## src/common/mmcm_reconfig_pkg.sv

```systemverilog
package mmcm_reconfig_pkg;

   typedef logic [6:0]  drp_addr_t;
   typedef logic [15:0] drp_data_t;
   typedef logic [5:0]  count_time_t;   // High, low or delay count
   typedef logic [2:0]  phase_mux_t;

   // Issue order of the register steps
   typedef enum logic [2:0] {
      STEP_POWER,
      STEP_CLKOUT0_REG1,
      STEP_CLKOUT0_REG2,
      STEP_DIVCLK,
      STEP_CLKFBOUT_REG1,
      STEP_CLKFBOUT_REG2
   } cfg_step_e;

   typedef enum logic [3:0] {
      RESTART,
      WAIT_LOCK,
      WAIT_START,
      ADDRESS,
      WAIT_A_DRDY,
      BITMASK,
      BITSET,
      WRITE,
      WAIT_DRDY
   } ctrl_state_e;

   // Device register map
   localparam drp_addr_t ADDR_POWER         = 7'h28;
   localparam drp_addr_t ADDR_CLKOUT0_REG1  = 7'h08;
   localparam drp_addr_t ADDR_CLKOUT0_REG2  = 7'h09;
   localparam drp_addr_t ADDR_DIVCLK        = 7'h16;
   localparam drp_addr_t ADDR_CLKFBOUT_REG1 = 7'h14;
   localparam drp_addr_t ADDR_CLKFBOUT_REG2 = 7'h15;

   // Bits kept from the read word
   localparam drp_data_t MASK_POWER  = 16'h0000;
   localparam drp_data_t MASK_REG1   = 16'h1000;
   localparam drp_data_t MASK_REG2   = 16'h8000;
   localparam drp_data_t MASK_DIVCLK = 16'hC000;

   localparam drp_data_t POWER_WORD = 16'hFFFF;

   localparam cfg_step_e LAST_STEP = STEP_CLKFBOUT_REG2;

endpackage

```

## src/reconfig/reconfig_ctrl.sv

```systemverilog
`timescale 1ns/100ps

module reconfig_ctrl (
   input  logic                          dclk,
   input  logic                          rst,
   input  logic                          locked,
   input  logic                          start_reconfig,
   input  logic                          drp_rdy,
   output mmcm_reconfig_pkg::cfg_step_e  step,
   output logic                          issue_read,
   output logic                          apply_mask,
   output logic                          apply_bits,
   output logic                          issue_write,
   output logic                          mmcm_rst,
   output logic                          ready,
   output logic                          reconfig_done
);
   import mmcm_reconfig_pkg::*;

   ctrl_state_e state;
   ctrl_state_e next_state;
   logic        final_write;   // Write in flight belongs to the last step

   always_comb begin
      next_state = state;
      case (state)
         RESTART: begin
            next_state = WAIT_LOCK;
         end
         WAIT_LOCK: begin
            if (locked) begin
               next_state = WAIT_START;
            end
         end
         WAIT_START: begin
            if (start_reconfig) begin
               next_state = ADDRESS;
            end
         end
         ADDRESS: begin
            next_state = WAIT_A_DRDY;
         end
         WAIT_A_DRDY: begin
            if (drp_rdy) begin
               next_state = BITMASK;
            end
         end
         BITMASK: begin
            next_state = BITSET;
         end
         BITSET: begin
            next_state = WRITE;
         end
         WRITE: begin
            next_state = WAIT_DRDY;
         end
         WAIT_DRDY: begin
            if (drp_rdy) begin
               next_state = final_write ? WAIT_LOCK : ADDRESS;
            end
         end
         default: begin
            next_state = RESTART;
         end
      endcase
   end

   // Commands to the DRP datapath reach the bus a cycle later
   assign issue_read  = (state == ADDRESS);
   assign apply_mask  = (state == WAIT_A_DRDY) && drp_rdy;   // drp_do only valid now
   assign apply_bits  = (state == BITMASK);
   assign issue_write = (state == BITSET);

   always_ff @(posedge dclk) begin
      if (rst) begin
         state         <= RESTART;
         step          <= STEP_POWER;
         final_write   <= 1'b0;
         mmcm_rst      <= 1'b1;
         ready         <= 1'b0;
         reconfig_done <= 1'b0;
      end else begin
         state         <= next_state;
         ready         <= (next_state == WAIT_START);
         reconfig_done <= (state == WAIT_DRDY) && drp_rdy && final_write;

         // Manager held in reset from the first read until the last write is done
         if (next_state == WAIT_LOCK) begin
            mmcm_rst <= 1'b0;
         end else if ((next_state == RESTART) || (state == ADDRESS)) begin
            mmcm_rst <= 1'b1;
         end

         if ((state == WAIT_START) && start_reconfig) begin
            step        <= STEP_POWER;
            final_write <= 1'b0;
         end else if (state == BITSET) begin
            final_write <= (step == LAST_STEP);
            if (step != LAST_STEP) begin
               step <= cfg_step_e'(step + 3'd1);
            end
         end
      end
   end

endmodule

```

## src/reconfig/step_table.sv

```systemverilog
`timescale 1ns/100ps

module step_table (
   input  mmcm_reconfig_pkg::cfg_step_e  step,
   output mmcm_reconfig_pkg::drp_addr_t  step_addr,
   output mmcm_reconfig_pkg::drp_data_t  step_mask
);
   import mmcm_reconfig_pkg::*;

   always_comb begin
      case (step)
         STEP_POWER: begin
            step_addr = ADDR_POWER;
            step_mask = MASK_POWER;   // Whole word replaced
         end
         STEP_CLKOUT0_REG1: begin
            step_addr = ADDR_CLKOUT0_REG1;
            step_mask = MASK_REG1;
         end
         STEP_CLKOUT0_REG2: begin
            step_addr = ADDR_CLKOUT0_REG2;
            step_mask = MASK_REG2;    // Fractional bits cleared
         end
         STEP_DIVCLK: begin
            step_addr = ADDR_DIVCLK;
            step_mask = MASK_DIVCLK;
         end
         STEP_CLKFBOUT_REG1: begin
            step_addr = ADDR_CLKFBOUT_REG1;
            step_mask = MASK_REG1;
         end
         STEP_CLKFBOUT_REG2: begin
            step_addr = ADDR_CLKFBOUT_REG2;
            step_mask = MASK_REG2;
         end
         default: begin
            step_addr = ADDR_POWER;
            step_mask = MASK_POWER;
         end
      endcase
   end

endmodule

```

## src/reconfig/counter_word_pack.sv

```systemverilog
`timescale 1ns/100ps

module counter_word_pack (
   input  mmcm_reconfig_pkg::cfg_step_e   step,
   input  mmcm_reconfig_pkg::count_time_t clkout0_high,
   input  mmcm_reconfig_pkg::count_time_t clkout0_low,
   input  mmcm_reconfig_pkg::count_time_t clkout0_delay,
   input  mmcm_reconfig_pkg::phase_mux_t  clkout0_phase,
   input  logic                           clkout0_edge,
   input  logic                           clkout0_no_count,
   input  mmcm_reconfig_pkg::count_time_t fb_high,
   input  mmcm_reconfig_pkg::count_time_t fb_low,
   input  mmcm_reconfig_pkg::count_time_t fb_delay,
   input  mmcm_reconfig_pkg::phase_mux_t  fb_phase,
   input  logic                           fb_edge,
   input  logic                           fb_no_count,
   input  mmcm_reconfig_pkg::count_time_t divclk_high,
   input  mmcm_reconfig_pkg::count_time_t divclk_low,
   input  logic                           divclk_edge,
   input  logic                           divclk_no_count,
   output mmcm_reconfig_pkg::drp_data_t   step_bits
);
   import mmcm_reconfig_pkg::*;

   // Phase tap and high/low counts
   function automatic drp_data_t pack_reg1(phase_mux_t phase, count_time_t high,
                                           count_time_t low);
      return {phase, 1'b0, high, low};
   endfunction

   // Edge, bypass and delay; fractional fields stay zero
   function automatic drp_data_t pack_reg2(logic edge_bit, logic no_count,
                                           count_time_t delay);
      return {8'h00, edge_bit, no_count, delay};
   endfunction

   always_comb begin
      case (step)
         STEP_POWER:         step_bits = POWER_WORD;
         STEP_CLKOUT0_REG1:  step_bits = pack_reg1(clkout0_phase, clkout0_high, clkout0_low);
         STEP_CLKOUT0_REG2:  step_bits = pack_reg2(clkout0_edge, clkout0_no_count,
                                                   clkout0_delay);
         STEP_DIVCLK:        step_bits = {2'b00, divclk_edge, divclk_no_count,
                                          divclk_high, divclk_low};
         STEP_CLKFBOUT_REG1: step_bits = pack_reg1(fb_phase, fb_high, fb_low);
         STEP_CLKFBOUT_REG2: step_bits = pack_reg2(fb_edge, fb_no_count, fb_delay);
         default:            step_bits = '0;
      endcase
   end

endmodule

```

## src/reconfig/drp_rmw.sv

```systemverilog
`timescale 1ns/100ps

module drp_rmw (
   input  logic                          dclk,
   input  logic                          rst,
   input  logic                          issue_read,
   input  logic                          apply_mask,
   input  logic                          apply_bits,
   input  logic                          issue_write,
   input  mmcm_reconfig_pkg::drp_addr_t  step_addr,
   input  mmcm_reconfig_pkg::drp_data_t  step_mask,
   input  mmcm_reconfig_pkg::drp_data_t  step_bits,
   input  mmcm_reconfig_pkg::drp_data_t  drp_do,
   output mmcm_reconfig_pkg::drp_addr_t  drp_addr,
   output mmcm_reconfig_pkg::drp_data_t  drp_di,
   output logic                          drp_en,
   output logic                          drp_we
);

   // One-cycle strobes
   always_ff @(posedge dclk) begin
      if (rst) begin
         drp_en <= 1'b0;
         drp_we <= 1'b0;
      end else begin
         drp_en <= issue_read | issue_write;
         drp_we <= issue_write;
      end
   end

   // Address held from the read through the write
   always_ff @(posedge dclk) begin
      if (issue_read) begin
         drp_addr <= step_addr;
      end
   end

   // Working word built in place on drp_di
   always_ff @(posedge dclk) begin
      if (apply_mask) begin
         drp_di <= drp_do & step_mask;
      end else if (apply_bits) begin
         drp_di <= drp_di | step_bits;
      end
   end

endmodule

```

## src/mmcm_reconfig_top.sv

```systemverilog
`timescale 1ns/100ps

module mmcm_reconfig_top (
   input  logic                           dclk,
   input  logic                           rst,
   input  logic                           locked,
   input  logic                           start_reconfig,
   input  logic                           drp_rdy,
   input  mmcm_reconfig_pkg::count_time_t clkout0_high,
   input  mmcm_reconfig_pkg::count_time_t clkout0_low,
   input  mmcm_reconfig_pkg::count_time_t clkout0_delay,
   input  mmcm_reconfig_pkg::phase_mux_t  clkout0_phase,
   input  logic                           clkout0_edge,
   input  logic                           clkout0_no_count,
   input  mmcm_reconfig_pkg::count_time_t fb_high,
   input  mmcm_reconfig_pkg::count_time_t fb_low,
   input  mmcm_reconfig_pkg::count_time_t fb_delay,
   input  mmcm_reconfig_pkg::phase_mux_t  fb_phase,
   input  logic                           fb_edge,
   input  logic                           fb_no_count,
   input  mmcm_reconfig_pkg::count_time_t divclk_high,
   input  mmcm_reconfig_pkg::count_time_t divclk_low,
   input  logic                           divclk_edge,
   input  logic                           divclk_no_count,
   input  mmcm_reconfig_pkg::drp_data_t   drp_do,
   output mmcm_reconfig_pkg::drp_addr_t   drp_addr,
   output mmcm_reconfig_pkg::drp_data_t   drp_di,
   output logic                           drp_en,
   output logic                           drp_we,
   output logic                           mmcm_rst,
   output logic                           ready,
   output logic                           reconfig_done
);
   import mmcm_reconfig_pkg::*;

   cfg_step_e step;
   drp_addr_t step_addr;
   drp_data_t step_mask;
   drp_data_t step_bits;
   logic      issue_read;
   logic      apply_mask;
   logic      apply_bits;
   logic      issue_write;

   reconfig_ctrl u_ctrl (
      .dclk           (dclk),
      .rst            (rst),
      .locked         (locked),
      .start_reconfig (start_reconfig),
      .drp_rdy        (drp_rdy),
      .step           (step),
      .issue_read     (issue_read),
      .apply_mask     (apply_mask),
      .apply_bits     (apply_bits),
      .issue_write    (issue_write),
      .mmcm_rst       (mmcm_rst),
      .ready          (ready),
      .reconfig_done  (reconfig_done)
   );

   step_table u_step_table (
      .step      (step),
      .step_addr (step_addr),
      .step_mask (step_mask)
   );

   counter_word_pack u_pack (
      .step             (step),
      .clkout0_high     (clkout0_high),
      .clkout0_low      (clkout0_low),
      .clkout0_delay    (clkout0_delay),
      .clkout0_phase    (clkout0_phase),
      .clkout0_edge     (clkout0_edge),
      .clkout0_no_count (clkout0_no_count),
      .fb_high          (fb_high),
      .fb_low           (fb_low),
      .fb_delay         (fb_delay),
      .fb_phase         (fb_phase),
      .fb_edge          (fb_edge),
      .fb_no_count      (fb_no_count),
      .divclk_high      (divclk_high),
      .divclk_low       (divclk_low),
      .divclk_edge      (divclk_edge),
      .divclk_no_count  (divclk_no_count),
      .step_bits        (step_bits)
   );

   drp_rmw u_rmw (
      .dclk        (dclk),
      .rst         (rst),
      .issue_read  (issue_read),
      .apply_mask  (apply_mask),
      .apply_bits  (apply_bits),
      .issue_write (issue_write),
      .step_addr   (step_addr),
      .step_mask   (step_mask),
      .step_bits   (step_bits),
      .drp_do      (drp_do),
      .drp_addr    (drp_addr),
      .drp_di      (drp_di),
      .drp_en      (drp_en),
      .drp_we      (drp_we)
   );

endmodule

```

## config.mk

```make
export PLATFORM = sky130hd
export DESIGN_NAME = mmcm_reconfig_top
export DESIGN_NICKNAME = d
export VERILOG_FILES = /design/src/common/mmcm_reconfig_pkg.sv /design/src/reconfig/reconfig_ctrl.sv /design/src/reconfig/step_table.sv /design/src/reconfig/counter_word_pack.sv /design/src/reconfig/drp_rmw.sv /design/src/mmcm_reconfig_top.sv
export SDC_FILE = /design/constraint.sdc
export NUM_CORES = 1
export LEC_CHECK = 0
export BUFFER_PORTS_ARGS = -buffer_cell sky130_fd_sc_hd__buf_2
export CORE_MARGIN = 3
export CORE_UTILIZATION = 45
export CTS_CLUSTER_DIAMETER = 40
export DETAILED_ROUTE_END_ITERATION = 7
export GPL_TIMING_DRIVEN = 0
export PLACE_DENSITY = 0.91
export SKIP_CTS_REPAIR_TIMING = 1
export SLEW_MARGIN = 10
export SYNTH_ARGS = -nofsm -noshare
export SYNTH_HDL_FRONTEND = slang
export SYNTH_SLANG_ARGS = --single-unit
export TNS_END_PERCENT = 5
```

## constraint.sdc

```tcl
create_clock -name dclk -period 2.4 [get_ports dclk]
set_input_delay 0.36 -clock dclk [delete_from_list [all_inputs] [get_ports dclk]]
set_output_delay 0.36 -clock dclk [all_outputs]
set_load 0.05 [all_outputs]
```

==> out/qor.csv, run 1 <==
metric;value;unit
startpoint types;register;
RR Startpoint;u_ctrl.step[2];
cell area after synthesis;2068;um^2
cells after synthesis;224;
largest net degree at the start of global routing;11;
most used routing layer;met2;
post-route cell area;2689;um^2
hold path startpoint;drp_rdy;
RSZ-0062 raised after global routing;yes;
Post-DRT Antenna Nets;0;
Crit Path Max Fanout;14;
status;complete, no violations;
worst hold margin;0.3773;ns
largest area contributor in the synthesized netlist;edfxtp_1;
arrival time worst endpoint;2.29;ns
final setup fails;0;
Synthesis Warnings;0;
Syn-to-layout area delta;30.01;%
Hold Fails Final Rpt;0;
Routability Congestion;0.8271;
fin crit share;94.70;%
Hold Path Stages;3;
die area;5446;um^2
Worst Slack Setup Final;0.1273;ns
via count;2157;
Clk Latency, worst-skew pair;0.29;ns
Initial DRC Count;155;
FILL cells;384;
layout cells sized above 1;34.88;%
Layout Cells excl Fill;376;
Worst setup EP type;register;
Critical Path, Cell by Cell;inv_1 > ha_1 > clkbuf_1 > buf_2 > a32oi_1 > o21ai_0 > a21oi_1 > nor2_1;
number of synthesized flops with an enable pin;21;
# placed instances;369;
Peak supply drop;0.3011;mV
syn_nets;312;
Die W;73.80;um
1st-pass router iterations;4;
CTS sink cnt;34;
Placed Area;2610;um^2
max frequency;440.0;MHz
via/cell ratio;5.737;
die height;73.80;um
num ports;109;
Max Slew Vio Count;0;
CTS max path bufs;2;
core area;4384;um^2
fin crit period;2.273;ns
CP required;2.41;ns
register area share after synthesis;43.07;%
hpwl dp;4.629;mm
setup slack, reg-to-reg;0.13;ns
Crit-path slowest cell;dfxtp_1;
met1 Use GR;24.49;%
Starting Density;47.17;%
WL/cell;15.99;um
Hold EP;u_ctrl.reconfig_done;
Placement Setup Slack;-0.1595;ns
Layout Skew;0.004546;ns
commonest cells in the netlist;edfxtp_1 (21), a21oi_1 (20), o21ai_0 (19), a22o_1 (18), nor2_1 (17);
worst min-delay path class;in2reg;
Avg Synthesized Cell Area;9.233;um^2
TritonCTS buffer count;5;
Final Core Density;61.33;%
first-pass GRT wire length;8.825;mm
vias in the first global route;1953;
most common cell in the netlist;edfxtp_1;
Post-synth ARST share;0;%
GR Layer Usage met3;6.430;%
worst reg-to-reg path cell count;8;
# port buffers;92;
row count;24;
CTS tree;yes;
Synth Flop Type;edfxtp_1;
antenna violations before repair;0;
Distinct cells, synth;43;
Crit Path Class;reg2reg;
Root Buffer;clkbuf_8;
Tightest Pin Transition;0.6160;ns
max_cap viols;0;
Final #Nets;411;
Slew HR;58.78;%
Detailed Route WL;6.012;mm
top cells by area, synth;edfxtp_1 (30%), dfxtp_1 (13%), a22o_1 (7.6%);
total gr overflow;0;
share of the synthesized area in the top cell type;30.49;%
Worst-path clk slew;0.07;ns
flops & latches, synth;34;
Power Density;516.2;nW/um^2
detailed-route DRC error count;0;
number of H-tree levels;2;
Largest stage delay, worst path;0.45;ns
Total GRT Usage;21.02;%
Pleak;0.001077;uW
met2 usage;35.83;%
n_diodes;0;
FF-to-FF End;u_rmw.drp_di[13];
==> layout make-up <==
type | count | area [um^2] | share of cell area [%]
buffer | 19 | 96.34 | 3.583
clock buffer | 6 | 72.57 | 2.699
clock inverter | 2 | 8.758 | 0.3257
inverter | 7 | 26.28 | 0.9772
multi-input combinational | 163 | 1057 | 39.32
sequential | 34 | 890.9 | 33.13
tap | 52 | 65.06 | 2.420
timing repair buffer | 93 | 471.7 | 17.54
==> cell usage in the layout, fill, tap and decap left out, types with 5 or more instances in the layout <==
master / netlist / layout
nand2_1: 16 / 16
buf_2: 4 / 97
nor2b_1: 5 / 5
clkbuf_8: 0 / 5
a22o_1: 18 / 18
inv_1: 7 / 7
nor2_1: 17 / 17
a22oi_1: 8 / 8
edfxtp_1: 21 / 21
dfxtp_1: 13 / 13
o21ai_0: 19 / 19
ha_1: 7 / 7
nand3_1: 6 / 6
a21oi_1: 20 / 20
clkbuf_1: 11 / 10
==> per-stage QoR <==
| step | total power (uW) | TNS (ns) |
|---|---|---|
| floorplan | 887.9 | 0 |
| global placement | 983.0 | -3.595 |
| detailed placement | 995.6 | -0.4106 |
| CTS | 1396 | -0.6474 |
| global route | 1452 | -0.01500 |
| finish | 1388 | 0 |
==> kinds of logic (layout without fill, tap and decap cells) <==
group           count (synthesis)  in the layout  share of synthesized area, %
compound gates                 87             87                         28.62
xor+xnor                        2              2                        0.8471
fa+ha+maj                       7              7                         4.235
buf+inv                        27            127                         6.050
flops                          34             34                         43.07
mux                             1              1                        0.4840
other cells                     1              1                        0.1813
simple gates                   65             65                         16.52
==> flip-flops by register name (all words and copies together), names as in the netlist <==
name                  flops
u_ctrl.state              4
u_rmw.drp_we              1
u_ctrl.mmcm_rst           1
u_ctrl.ready              1
u_rmw.drp_addr            5
u_rmw.drp_en              1
u_ctrl.step               3
u_rmw.drp_di             16
u_ctrl.final_write        1
u_ctrl.reconfig_done      1
==> how the worst max path moves through the flow <==
stage	startpoint	end	slack, ns	cells after the start
2_1_floorplan	u_ctrl.state[0]	u_rmw.drp_di[0]	0.26	3
3_3_place_gp	u_ctrl.state[0]	u_rmw.drp_di[1]	-0.22	3
3_5_place_dp	u_ctrl.step[2]	u_rmw.drp_di[15]	-0.16	8
4_1_cts	u_ctrl.step[2]	u_rmw.drp_di[15]	-0.18	8
5_1_grt	u_ctrl.step[2]	u_rmw.drp_di[13]	-0.02	8
6_report	u_ctrl.step[2]	u_rmw.drp_di[13]	0.13	8
==> power breakdown <==
| part | switching [uW] | internal [uW] | total (uW) |
|---|---|---|---|
| Clock | 201 | 199 | 401 |
| Combinational | 194 | 124 | 318 |
| Sequential | 20.1 | 649 | 669 |
| Total | 415 | 973 | 1390 |
==> routing by layer <==
metal	routed length [um]	part of all wire [%]	vias to the layer above
li1	-	-	1030
met1	2342	39	1016
met2	3037	51	101
met3	555	9.2	10
met4	76	1.3	0
met5	0	0	-
==> worst max-delay path: cells and delay by family (launching register included) <==
kind / cells / cell delay [ns]
buf+inv: 3 / 0.75
compound gates: 3 / 0.47
flops: 1 / 0.45
fa+ha+maj: 1 / 0.28
simple gates: 1 / 0.06
Power figures use the tool's default switching activity.
==> run 2: changes to the inputs <==
Clock period 2.4 ns to 2.1 ns, I/O delays scaled along.
==> out/qor.csv, run 2 (synthesized netlist as in run 1, its figures left out) <==
metric;value;unit
status;complete, no violations;
Root Buffer;clkbuf_8;
Initial DRC Count;209;
core area;4384;um^2
CTS max path bufs;2;
Worst-path clk slew;0.07;ns
die height;73.80;um
CP required;2.12;ns
Worst setup EP type;register;
Peak supply drop;0.6052;mV
arrival time worst endpoint;2.03;ns
post-route cell area;2711;um^2
via/cell ratio;5.725;
CTS sink cnt;34;
most frequent cells in the layout;buf_2 (97), edfxtp_1 (21), a21oi_1 (20), o21ai_0 (19), a22o_1 (18);
Pleak;0.001089;uW
antenna violations before repair;0;
Crit Path Max Fanout;10;
detailed-route DRC error count;0;
Power Density;600.9;nW/um^2
first-pass GRT wire length;9.073;mm
WL/cell;16.03;um
Slew HR;48.87;%
Largest stage delay, worst path;0.40;ns
Largest regs;u_rmw.drp_di: 16 flops, u_rmw.drp_addr: 5 flops, u_ctrl.state: 4 flops;
vias in the first global route;2026;
worst reg-to-reg path cell count;8;
row count;24;
Post-DRT Antenna Nets;0;
number of H-tree levels;2;
max frequency;497.7;MHz
max_cap viols;0;
Syn-to-layout area delta;31.09;%
die area;5446;um^2
CTS tree;yes;
final setup fails;0;
Max Slew Vio Count;0;
Tightest Pin Transition;0.7644;ns
# port buffers;92;
via count;2147;
max FFs per register;16;
Hold Fails Final Rpt;0;
Hold Path Stages;3;
Detailed Route WL;6.010;mm
Most flops, register;u_rmw.drp_di;
Crit-path slowest cell;dfxtp_2;
Pwr Total;1629;uW
Die W;73.80;um
Placed Area;2599;um^2
commonest non-fill, non-tap cell in the layout;buf_2;
Total GRT Usage;21.82;%
num ports;109;
fin crit period;2.009;ns
Starting Density;47.17;%
CP Buf/Inv Count;3;
Routability Congestion;0.8264;
Clk Latency, worst-skew pair;0.29;ns
TritonCTS buffer count;5;
total gr overflow;0;
worst min-delay path class;in2reg;
Stages on worst setup path;8;
Final #Nets;410;
largest net degree at the start of global routing;17;
Layout Skew;0.007855;ns
n_diodes;0;
1st-pass router iterations;5;
FILL cells;386;
layout cells sized above 1;36.53;%
hpwl dp;4.553;mm
Critical Path, Cell by Cell;inv_1 > clkbuf_2 > ha_4 > buf_2 > a32oi_1 > o21ai_0 > a21oi_1 > nor2_1;
fin crit share;95.68;%
CP top delay family;buffers and inverters;
startpoint types;register;
Crit Path Class;reg2reg;
[run 2: report_power, final]
part / switching, uW / internal, uW / leakage (uW)
clock: 239 / 264 / 0.0000482
combinational: 221 / 140 / 0.000769
sequential: 22.7 / 742 / 0.000271
total: 482 / 1150 / 0.00109
[run 2: metrics by stage]
step	setup slack [ns]	TNS, ns	instances	hold WS [ns]	utilization (%)
6_report	0.09081	0	375	0.3326	61.84
5_1_grt	-0.01310	-0.02443	375	0.3276	61.84
4_1_cts	-0.4929	-3.712	376	0.3192	61.36
3_5_place_dp	-0.4392	-3.093	368	0.4614	59.28
3_3_place_gp	-0.3574	-2.173	368	0.4579	59.28
2_1_floorplan	0.1728	0	224	0.4224	-
[run 2: final cells by class]
cell class	instances	area (um^2)	area share, %
flip-flops and latches	34	892.1	32.90
repair buffers	92	460.4	16.98
multi-input cells	163	1076	39.69
inverters	7	26.28	0.9691
well taps	52	65.06	2.400
clock inverters	1	5.005	0.1846
clock buffers	7	86.33	3.184
plain buffers	19	100.1	3.692
[run 2: path summary, 6_finish.rpt]
path                       from                   end  slack [ns]
max reg2reg      u_ctrl.step[2]      u_rmw.drp_di[13]        0.09
max              u_ctrl.step[2]      u_rmw.drp_di[13]        0.09
min                     drp_rdy  u_ctrl.reconfig_done        0.33
min reg2reg  u_ctrl.final_write  u_ctrl.reconfig_done        0.48
[run 2: per-layer routing]
layer  part of all wire, %  track usage [%]
met1                    40            25.96
met2                    47            36.22
met3                    10            6.840
met4                   2.5            9.054
met5                     0                0
[run 2: worst reg2reg max path, stage by stage (launching register included)]
cell and delay, ns:
dfxtp_2 0.40, inv_1 0.13, clkbuf_2 0.24, ha_4 0.25, buf_2 0.21, a32oi_1 0.17
o21ai_0 0.13, a21oi_1 0.17, nor2_1 0.06
